**config.mk**
```make
export PLATFORM = sky130hd
export DESIGN_NAME = fir_top
export DESIGN_NICKNAME = d
export VERILOG_FILES = /design/src/source/fir_pkg.sv /design/src/source/fir_datapath.sv /design/src/source/fir_top.sv /design/src/source/fir_wb_regs.sv
export VERILOG_INCLUDE_DIRS = /design/src /design/src/source
export SDC_FILE = /design/constraint.sdc
export NUM_CORES = 2
export LEC_CHECK = 0
export ABC_AREA = 1
export BUFFER_PORTS_ARGS = -buffer_cell sky130_fd_sc_hd__buf_2
export CAP_MARGIN = 30
export CORE_MARGIN = 5
export CORE_UTILIZATION = 55
export CTS_CLUSTER_DIAMETER = 120
export DETAILED_ROUTE_END_ITERATION = 10
export GPL_TIMING_DRIVEN = 0
export PLACE_DENSITY = 0.71
export SLEW_MARGIN = 25
export SYNTH_ARGS = -nofsm -noshare
export SYNTH_HDL_FRONTEND = slang
export SYNTH_SLANG_ARGS = --single-unit
export TNS_END_PERCENT = 20
```
**constraint.sdc**
```tcl
create_clock -name clock -period 16.25 [get_ports clock]
set_input_delay 1.625 -clock clock [delete_from_list [all_inputs] [get_ports clock]]
set_output_delay 1.625 -clock clock [all_outputs]
set_load 0.05 [all_outputs]
```
**src/source/fir_config.svh**
```systemverilog
// Build-time sizing for the FIR filter block.
// Include this header wherever tap count, sample or bus widths are needed.
`ifndef FIR_CONFIG_SVH
`define FIR_CONFIG_SVH

// Number of filter taps, and so the number of coefficient writes per load.
`define FIR_TAPS 10

// Width of one sample and of one coefficient.
// Both are signed two's complement values.
`define FIR_DATA_WIDTH 8

// Full-precision result width.
// A product needs twice the data width, and ten taps add four guard bits.
`define FIR_ACC_WIDTH 20

// Wishbone word address width.
// Three registers are decoded, so two bits suffice.
`define FIR_WB_ADDR_WIDTH 2

// Wishbone data bus width.
`define FIR_WB_DATA_WIDTH 32

`endif

```
**src/source/fir_pkg.sv**
```systemverilog
// Shared types for the FIR filter block.
// Modules refer to these by scoped name, for example fir_pkg::fir_state_e.
`default_nettype none

`include "fir_config.svh"

package fir_pkg;

	// One input sample and one coefficient, both signed.
	typedef logic signed [`FIR_DATA_WIDTH-1:0] fir_sample_t;
	typedef logic signed [`FIR_DATA_WIDTH-1:0] fir_coef_t;

	// Full-precision filter result.
	typedef logic signed [`FIR_ACC_WIDTH-1:0] fir_acc_t;

	// Filter phases, as reported in the low two bits of the status register.
	typedef enum logic [1:0] {
		FIR_IDLE = 2'd0,
		FIR_LOAD = 2'd1,
		FIR_RUN  = 2'd2,
		FIR_STOP = 2'd3
	} fir_state_e;

	// Opcodes written to the low bits of the control register.
	typedef enum logic [1:0] {
		CMD_NONE = 2'd0,
		CMD_LOAD = 2'd1,
		CMD_STOP = 2'd2
	} fir_cmd_e;

	// Register word addresses on the Wishbone port.
	typedef enum logic [`FIR_WB_ADDR_WIDTH-1:0] {
		REG_COEF   = 2'd0,
		REG_CTRL   = 2'd1,
		REG_STATUS = 2'd2
	} fir_reg_e;

endpackage

`default_nettype wire

```
**src/source/fir_datapath.sv**
```systemverilog
// Two-stage FIR datapath.
// Stage one shifts an accepted sample into the history line and registers
// the tap products; stage two adds them into the full-precision result.
// A result appears two cycles after each accepted sample.
`default_nettype none

`include "fir_config.svh"

module fir_datapath (
	input wire logic clock,
	input wire logic arst_n,
	input wire logic sample_valid,
	input wire fir_pkg::fir_sample_t sample_data,
	input wire logic sample_ready,
	input wire logic history_clear,
	input wire fir_pkg::fir_coef_t coefs [`FIR_TAPS],
	output logic result_valid,
	output fir_pkg::fir_acc_t result_data
);

	// A product of two data-width values needs twice the width.
	localparam int prod_width = 2 * `FIR_DATA_WIDTH;

	typedef logic signed [prod_width-1:0] prod_t;

	// Handshake on the sample stream.
	logic accept;

	// Slot 0 of the history holds the newest sample.
	fir_pkg::fir_sample_t history [`FIR_TAPS];
	fir_pkg::fir_sample_t history_next [`FIR_TAPS];

	// Stage one registers.
	prod_t products [`FIR_TAPS];
	logic products_valid;

	// Adder tree output, registered in stage two.
	fir_pkg::fir_acc_t product_sum;

	assign accept = sample_valid && sample_ready;

	// Next history line.
	// An accepted sample pushes everything one slot older.
	// A clear zeroes the old samples, but a sample accepted on the same
	// edge is kept as the newest entry so its result is still produced.
	always_comb begin
		history_next[0] = accept ? sample_data : history[0];
		for (int k = 1; k < `FIR_TAPS; k++) begin
			history_next[k] = accept ? history[k - 1] : history[k];
		end
		if (history_clear) begin
			for (int k = 1; k < `FIR_TAPS; k++) begin
				history_next[k] = '0;
			end
			if (!accept) begin
				history_next[0] = '0;
			end
		end
	end

	// History line.
	// It starts from zero so samples older than reset count as zero.
	always_ff @(posedge clock or negedge arst_n) begin
		if (!arst_n) begin
			for (int k = 0; k < `FIR_TAPS; k++) begin
				history[k] <= '0;
			end
		end else begin
			history <= history_next;
		end
	end

	// Stage one products.
	// Tap k pairs coefficient c_k with the sample k steps older than the
	// newest one, taken from the updated history line.
	always_ff @(posedge clock) begin
		if (accept) begin
			for (int k = 0; k < `FIR_TAPS; k++) begin
				products[k] <= history_next[k] * coefs[k];
			end
		end
	end

	// Stage one valid flag.
	always_ff @(posedge clock or negedge arst_n) begin
		if (!arst_n) begin
			products_valid <= 1'b0;
		end else begin
			products_valid <= accept;
		end
	end

	// Sum of the registered products.
	// Each product is sign-extended to the accumulator width first.
	always_comb begin
		product_sum = '0;
		for (int k = 0; k < `FIR_TAPS; k++) begin
			product_sum = product_sum + fir_pkg::fir_acc_t'(products[k]);
		end
	end

	// Stage two result register.
	// Only updated when a sum is due, so the data holds between pulses.
	always_ff @(posedge clock) begin
		if (products_valid) begin
			result_data <= product_sum;
		end
	end

	// Result strobe, one cycle per accepted sample.
	// There is no back-pressure, so it always follows stage one.
	always_ff @(posedge clock or negedge arst_n) begin
		if (!arst_n) begin
			result_valid <= 1'b0;
		end else begin
			result_valid <= products_valid;
		end
	end

endmodule

`default_nettype wire

```
**src/source/fir_top.sv**
```systemverilog
// Top level of the FIR filter block.
// Coefficients and commands arrive on the Wishbone port, samples on the
// valid/ready stream, and results leave as a valid pulse with data.
`default_nettype none

`include "fir_config.svh"

module fir_top (
	input wire logic clock,
	input wire logic arst_n,

	// Wishbone classic slave port.
	input wire logic wb_cyc,
	input wire logic wb_stb,
	input wire logic wb_we,
	input wire logic [`FIR_WB_ADDR_WIDTH-1:0] wb_adr,
	input wire logic [`FIR_WB_DATA_WIDTH-1:0] wb_dat_w,
	output logic [`FIR_WB_DATA_WIDTH-1:0] wb_dat_r,
	output logic wb_ack,

	// Sample stream.
	input wire logic sample_valid,
	input wire fir_pkg::fir_sample_t sample_data,
	output logic sample_ready,

	// Results, without back-pressure.
	output logic result_valid,
	output fir_pkg::fir_acc_t result_data
);

	// Coefficients from the register block, c0 in slot 0.
	fir_pkg::fir_coef_t coefs [`FIR_TAPS];

	// Pulse from a load command that empties the history line.
	logic history_clear;

	// Register block and control FSM.
	fir_wb_regs i_regs (
		.clock         (clock),
		.arst_n        (arst_n),
		.wb_cyc        (wb_cyc),
		.wb_stb        (wb_stb),
		.wb_we         (wb_we),
		.wb_adr        (wb_adr),
		.wb_dat_w      (wb_dat_w),
		.wb_dat_r      (wb_dat_r),
		.wb_ack        (wb_ack),
		.coefs         (coefs),
		.history_clear (history_clear),
		.sample_ready  (sample_ready)
	);

	// Filter pipeline.
	// The ready it sees is the same one the stream source sees.
	fir_datapath i_datapath (
		.clock         (clock),
		.arst_n        (arst_n),
		.sample_valid  (sample_valid),
		.sample_data   (sample_data),
		.sample_ready  (sample_ready),
		.history_clear (history_clear),
		.coefs         (coefs),
		.result_valid  (result_valid),
		.result_data   (result_data)
	);

endmodule

`default_nettype wire

```
**src/source/fir_wb_regs.sv**
```systemverilog
// Wishbone classic register slave and control FSM of the FIR filter.
// It holds the coefficient shift register and the coefficient count,
// and it opens the sample stream only while the filter runs.
`default_nettype none

`include "fir_config.svh"

module fir_wb_regs (
	input wire logic clock,
	input wire logic arst_n,
	input wire logic wb_cyc,
	input wire logic wb_stb,
	input wire logic wb_we,
	input wire logic [`FIR_WB_ADDR_WIDTH-1:0] wb_adr,
	input wire logic [`FIR_WB_DATA_WIDTH-1:0] wb_dat_w,
	output logic [`FIR_WB_DATA_WIDTH-1:0] wb_dat_r,
	output logic wb_ack,
	output fir_pkg::fir_coef_t coefs [`FIR_TAPS],
	output logic history_clear,
	output logic sample_ready
);

	// The status register reports the count in an eight-bit field.
	localparam int count_width = 8;

	// A new request is one that has not been acknowledged yet.
	logic access;
	logic write_coef;
	logic write_ctrl;
	fir_pkg::fir_reg_e reg_sel;
	fir_pkg::fir_cmd_e cmd;
	fir_pkg::fir_state_e state;
	logic [count_width-1:0] coef_count;
	logic [`FIR_WB_DATA_WIDTH-1:0] status_word;

	// The ack blocks a second access for the same request.
	// The master keeps cyc and stb up until it has seen the ack.
	assign access = wb_cyc && wb_stb && !wb_ack;

	// Decode the word address and the opcode field.
	assign reg_sel = fir_pkg::fir_reg_e'(wb_adr);
	assign cmd = fir_pkg::fir_cmd_e'(wb_dat_w[1:0]);

	assign write_coef = access && wb_we && (reg_sel == fir_pkg::REG_COEF);
	assign write_ctrl = access && wb_we && (reg_sel == fir_pkg::REG_CTRL);

	// A load command also wipes the sample history in the datapath.
	// It lasts one cycle because the ack follows on the next edge.
	assign history_clear = write_ctrl && (cmd == fir_pkg::CMD_LOAD);

	// Samples are taken only while the filter runs.
	assign sample_ready = (state == fir_pkg::FIR_RUN);

	// The ack is raised one cycle after cyc and stb are seen.
	always_ff @(posedge clock or negedge arst_n) begin
		if (!arst_n) begin
			wb_ack <= 1'b0;
		end else begin
			wb_ack <= access;
		end
	end

	// Status layout.
	// State in bits 1:0, coefficient count in bits 11:4, all else zero.
	always_comb begin
		status_word = '0;
		status_word[1:0] = state;
		status_word[4 +: count_width] = coef_count;
	end

	// Read data is captured on the same edge that raises the ack.
	// Anything but the status register reads as zero.
	always_ff @(posedge clock or negedge arst_n) begin
		if (!arst_n) begin
			wb_dat_r <= '0;
		end else if (access) begin
			if (!wb_we && (reg_sel == fir_pkg::REG_STATUS)) begin
				wb_dat_r <= status_word;
			end else begin
				wb_dat_r <= '0;
			end
		end
	end

	// Filter FSM and coefficient count.
	// The load command wins from any state and restarts the count.
	always_ff @(posedge clock or negedge arst_n) begin
		if (!arst_n) begin
			state <= fir_pkg::FIR_IDLE;
			coef_count <= '0;
		end else if (history_clear) begin
			state <= fir_pkg::FIR_LOAD;
			coef_count <= '0;
		end else if (write_ctrl && (cmd == fir_pkg::CMD_STOP)) begin
			// Stop is only honoured from the run phase.
			if (state == fir_pkg::FIR_RUN) begin
				state <= fir_pkg::FIR_STOP;
			end
		end else if (write_coef && (state == fir_pkg::FIR_LOAD)) begin
			coef_count <= coef_count + count_width'(1);
			// The last tap written starts filtering on its own.
			if (coef_count == count_width'(`FIR_TAPS - 1)) begin
				state <= fir_pkg::FIR_RUN;
			end
		end
	end

	// Coefficient shift register.
	// New values enter at the top and move down one slot per write,
	// so after a full load slot 0 holds the first value written, c0.
	// Writes outside the load phase are acknowledged and dropped.
	always_ff @(posedge clock) begin
		if (write_coef && (state == fir_pkg::FIR_LOAD)) begin
			for (int k = 0; k < `FIR_TAPS - 1; k++) begin
				coefs[k] <= coefs[k + 1];
			end
			coefs[`FIR_TAPS - 1] <= fir_pkg::fir_coef_t'(wb_dat_w[`FIR_DATA_WIDTH-1:0]);
		end
	end

endmodule

`default_nettype wire

```
# Yosys cells after proc, flatten, opt, wreduce, memory -nomap -nowiden
# Memory sizes are Yosys's and may differ from the RTL's.
# Cells that the tools add are included.
# Widths: inputs -> output; s select.
# op_classes
mux,23
shift,0
n_eq_ne,9
n_div,0
n_lt_le_gt_ge,0
addsub,10
n_bitwise,0
reduce_logical,18
mul,10
# op_table
operator,count
$mul 8x8->16,10
$add 20x16->20,7
$mux 8,14
$mux 80,1
$add 17x16->18,1
$add 16x16->17,1
$mux 12,1
$logic_and 1x1->1,10
$mux 2,5
$add 8x1->8 const B,1
$eq 8x4->1 const B,1
$eq 2x1->1 const B,3
$eq 2x2->1 const B,3
$reduce_bool 3->1,2
$ne 3x2->1 const B,1
$reduce_and 3->1,1
$logic_not 1->1,2
$logic_not 2->1,1
$mux 1,2
$ne 2x2->1 const B,1
$reduce_and 2->1,1
$reduce_bool 2->1,1
# totals
latch_bits,0
in_bits,48
ff_bits,225
romBits,0
out_inout_bits,55
word_cells,98
mem_bits_rw,160
n_memories,1
# mem_list
name,words,word_bits,rd,rd_ports_with_merged_regs,wr,line_no,text
i_datapath.products,10,16,10,0,10,fir_datapath.sv:34,prod_t products [`FIR_TAPS];

# Longest topological paths before layout
# An unclocked memory read counts as a cell.
# depth
depth_word,10
ltp_mapped,29
ltp_nobuf,29

# By module
# From an unflattened synthesis, not the netlist that was laid out.
# hier_totals
hier_cells,4716
hier_area_um2,42822.3
# modules_own_cells
mod,area_each_um2,cells_per_inst,seq_area_each_um2,n_inst
fir_datapath,39192.6,4484,7457.2,1
fir_wb_regs,3629.7,232,2927.8,1

# Worst setup path before layout
# No wires, ideal clock.
# synth_timing
path_kind,input port to flip-flop
startpoint,in sample_valid
endpoint,"mem i_datapath.products[1][10] (netlist bit), data pin"
arrival_ps,6213
setup_slack_ps,9779
setup_ps,258
cell_stages,21
path_cell_list,nand2_4 -> clkinv_2 -> buf_6 -> buf_6 -> nand2_1 -> nand2_1 -> nand2_1 -> inv_2 -> nand2_1 -> fa_1 -> fa_1 -> inv_1 -> fa_1 -> inv_1 -> fa_1 -> inv_1 -> ha_1 -> nand2_1 -> o21ai_0 -> a21oi_1 -> xnor2_1
# synth_lines
element,line_no,text
from (decl),fir_top.sv:22,"input wire logic sample_valid,"
to (decl),fir_datapath.sv:34,

==> results_dict.tcl <==
set metrics [dict create \
    ant_nets 0 \
    ios 103 \
    cts_buffers 43 \
    postCtsSetupBuffers 0 \
    cts_sinks 363 \
    max_freq_mhz 147 \
    multi_input_comb_area_um2 27300 \
    wl_um 103000 \
    seqPwrFrac_pct 24.0 \
    die_y_um 288 \
    core_um2 77200 \
    syn_area_um2 42700 \
    finalHoldViolCount 0 \
    ys_types 43 \
    gp_congestion 0.937 \
    cts_buffer_depth 3 \
    final_nets 5839 \
    max-vdd-ir-drop_v 0.000250 \
    yosysWarnings 0 \
    area_delta_synth_final_pct 7.39 \
    crit_type "input port to flip-flop" \
    whs_ns 0.447 \
    p_per_area_nw_per_um2 105 \
    grt_pass1_vias 30900 \
    synth_edf_count 260 \
    drcViolationCount 0 \
    p_leak_nw 22.8 \
    grt_setup_unrepaired "no" \
    arrival_ns 7.12 \
    tritoncts "built" \
    ys_seq_area_share_pct 24.3 \
    required_ns 16.57 \
    antenna_found_initial 0 \
    portBuffers 56 \
    p_int_w 0.00272 \
    die_width_um 288 \
    design_area_um2 45800 \
    setup_tns_ns 0 \
    hold_buffers 0 \
    synthCells 4666 \
    post-dp-hpwl_um 86600 \
    worst_clock_skew_ns 0.0235 \
    setup_viol_count_final 0 \
    ff_latch_area_um2 10400 \
    ctsRootBufferMaster "clkbuf_16" \
    globalRouteOverflowTotal 0 \
    synthTopCellsByArea "fa_1 (32%), edfxtp_1 (18%), inv_1 (10%)" \
    fin_crit_ns 6.80 \
    final_max_slew_viol_count 0 \
    combPwrFrac_pct 56.0 \
    ctsResizeCount 0 \
    grt_pass1_wl_um 166000 \
    dr_total_vias 30200 \
    worstSetupStartpointType "input port" \
    dieArea_um2 83200 \
    synth-main-ff-cell "edfxtp_1" \
    drive_gt1_share_pct 7.88 \
    pwr-share-clk_pct 20.0 \
    period_share_pct 41.9 \
    groute.usage.overall_pct 25.6 \
    yosys.area.top_type_share_pct 31.5 \
    clk_pin_slew_worst_paths_ns 0.06 \
    hold_class "flip-flop to flip-flop" \
    ys_ff_latch 363 \
    final_core_util_pct 59.3 \
    clk_latency_ns 0.59 \
    maxCapViolations 0 \
    status "finished clean" \
    critPathCaptureType "flip-flop" \
    htreeDepth 2 \
    diodes 0 \
    relSlewSlack_pct 45.1 \
    grt_max_degree 92 \
    detail_route.wl_per_cell_um 17.6 \
    drt_iter0_drc 2242 \
    synth_top_cell_by_area "fa_1" \
    placed_area_um2 44400 \
    fill_cells 6686 \
    worstMarginPinSlew_ns 0.824 \
    p_switching_w 0.00210 \
    syn_avg_cell_area_um2 9.14 \
    drt-vias-per-instance 5.14 \
    switching_share_pct 43.6 \
    async_flop_share_pct 28.4 \
    path_max_fanout 91 \
    num_rows 102 \
    initial_utilization_pct 55.2 \
    drt_pass1_iterations 7 \
]
==> metal layers <==
layer	global-route usage [%]	routed length, um	up-vias
met1	35.7	44300	15000
li1	-	-	14200
met2	43.1	49900	843
met4	7.88	3510	0
met3	2.51	5400	166
met5	0	0	-
==> cell families after synthesis <==
family | count (synthesis) | share of synthesized area, %
AND/OR/NAND/NOR | 1597 | 15.9
XOR/XNOR | 145 | 2.98
flip-flops | 363 | 24.3
buffers and inverters | 1273 | 11.7
AO/OA/AOI/OAI | 287 | 3.87
other | 1 | 0.00879
adder cells (fa/ha/maj) | 1000 | 41.2
==> sequential cells by signal (all words and copies together), names as in the netlist <==
signal / flops
i_datapath.history: 80
i_datapath.products: 160
i_datapath.products_valid: 1
i_datapath.result_data: 20
i_datapath.result_valid: 1
i_regs.coef_count: 8
i_regs.coefs: 80
i_regs.state: 2
i_regs.wb_ack: 1
i_regs.wb_dat_r: 10
==> metrics by stage <==
stage / power [W] / setup slack, ns / instances
after global placement: 0.00382 / 8.66 / 5783
final: 0.00482 / 9.45 / 5865
after CTS: 0.00486 / 9.54 / 5865
after global routing: 0.00528 / 9.16 / 5865
after detailed placement: 0.00388 / 8.92 / 5786
after floorplan: 0.00321 / 9.78 / 4687
==> power groups by stage <==
stage               Sequential, W  Clock (W)  Combinational, W
floorplan                 0.00118          0           0.00203
global placement          0.00118          0           0.00265
detailed placement        0.00118          0           0.00270
CTS                       0.00116   0.000976           0.00273
global route              0.00116    0.00102           0.00310
finish                    0.00116   0.000964           0.00270
==> worst paths after layout <==
kind | start | end | slack (ns) | cells past startpoint
setup / recovery | sample_valid | i_datapath.products[1][14] | 9.45 | 25
hold / removal | i_regs.coefs[32] | i_regs.coefs[40] | 0.45 | 0
setup reg to reg | i_datapath.products[2][1] | i_datapath.result_data[12] | 9.52 | 24
hold reg to reg | i_regs.coefs[32] | i_regs.coefs[40] | 0.45 | 0
max in group asynchronous | arst_n | i_datapath.history[28] | 14.58 | 2
min in group asynchronous | arst_n | i_regs.wb_ack | 0.95 | 1
==> cells in the mapped netlist, types with 12 or more instances <==
| cell | count |
|---|---|
| inv_2 | 66 |
| ha_1 | 328 |
| fa_1 | 672 |
| nand2_1 | 786 |
| nand3_1 | 131 |
| buf_6 | 12 |
| nor2_4 | 31 |
| a31oi_1 | 13 |
| o21ai_0 | 96 |
| edfxtp_1 | 260 |
| nor2_1 | 507 |
| o21ai_2 | 36 |
| dfrtp_1 | 103 |
| nor2_2 | 21 |
| xor2_1 | 84 |
| a21oi_1 | 102 |
| nand2_2 | 27 |
| o21bai_1 | 15 |
| nand4_1 | 19 |
| o21ai_1 | 14 |
| inv_1 | 1144 |
| or2_2 | 21 |
| buf_4 | 24 |
| xnor2_1 | 61 |
| nor3_1 | 14 |
| nand3b_1 | 12 |
==> cell usage in the layout, fill, tap and decap left out, types with 4 or more instances in the layout <==
cell type	count
nand2_2	27
a31oi_1	13
nor2_4	31
clkbuf_16	47
ha_1	328
buf_1	6
clkbuf_1	18
o21ai_2	36
clkinv_2	4
xor2_1	84
xnor2_1	61
or2_1	9
fa_1	672
or2_2	21
or2_0	9
buf_4	24
o21ai_0	96
a21oi_1	102
buf_6	12
inv_1	1143
inv_2	66
edfxtp_1	260
nand3b_1	12
o21ai_1	14
nor3_1	14
o21bai_1	15
buf_2	64
nand4_1	19
nor4_1	4
nor2_1	507
conb_1	22
a21o_1	8
dfrtp_1	102
nand2_1	786
nor2_2	21
nand3_1	131
clkinv_1	7
==> worst max-delay path, cell delays in order <==
cell,delay (ns)
buf_2,0.10
nand2_4,0.10
clkinv_2,0.08
buf_6,0.21
buf_8,0.52
buf_16,0.43
nand2_1,0.12
nand2_1,0.08
nand2_1,0.15
inv_2,0.16
nand2_1,0.10
fa_1,0.53
fa_1,0.54
inv_1,0.05
fa_1,0.47
inv_1,0.05
fa_1,0.47
inv_1,0.04
ha_1,0.33
a21oi_1,0.22
nor2_1,0.06
o21ai_0,0.31
nand3_1,0.13
nand2_1,0.08
nand2_1,0.06
==> final cells by class <==
class	instances	area share [%]
buffer	60	0.967
clock inverter	18	0.290
timing repair buffer	59	0.806
tap	1040	2.84
clock buffer	61	2.75
sequential	363	22.7
inverter	1213	9.97
multi-input combinational	3051	59.7
(Power assumes the default switching activity.)
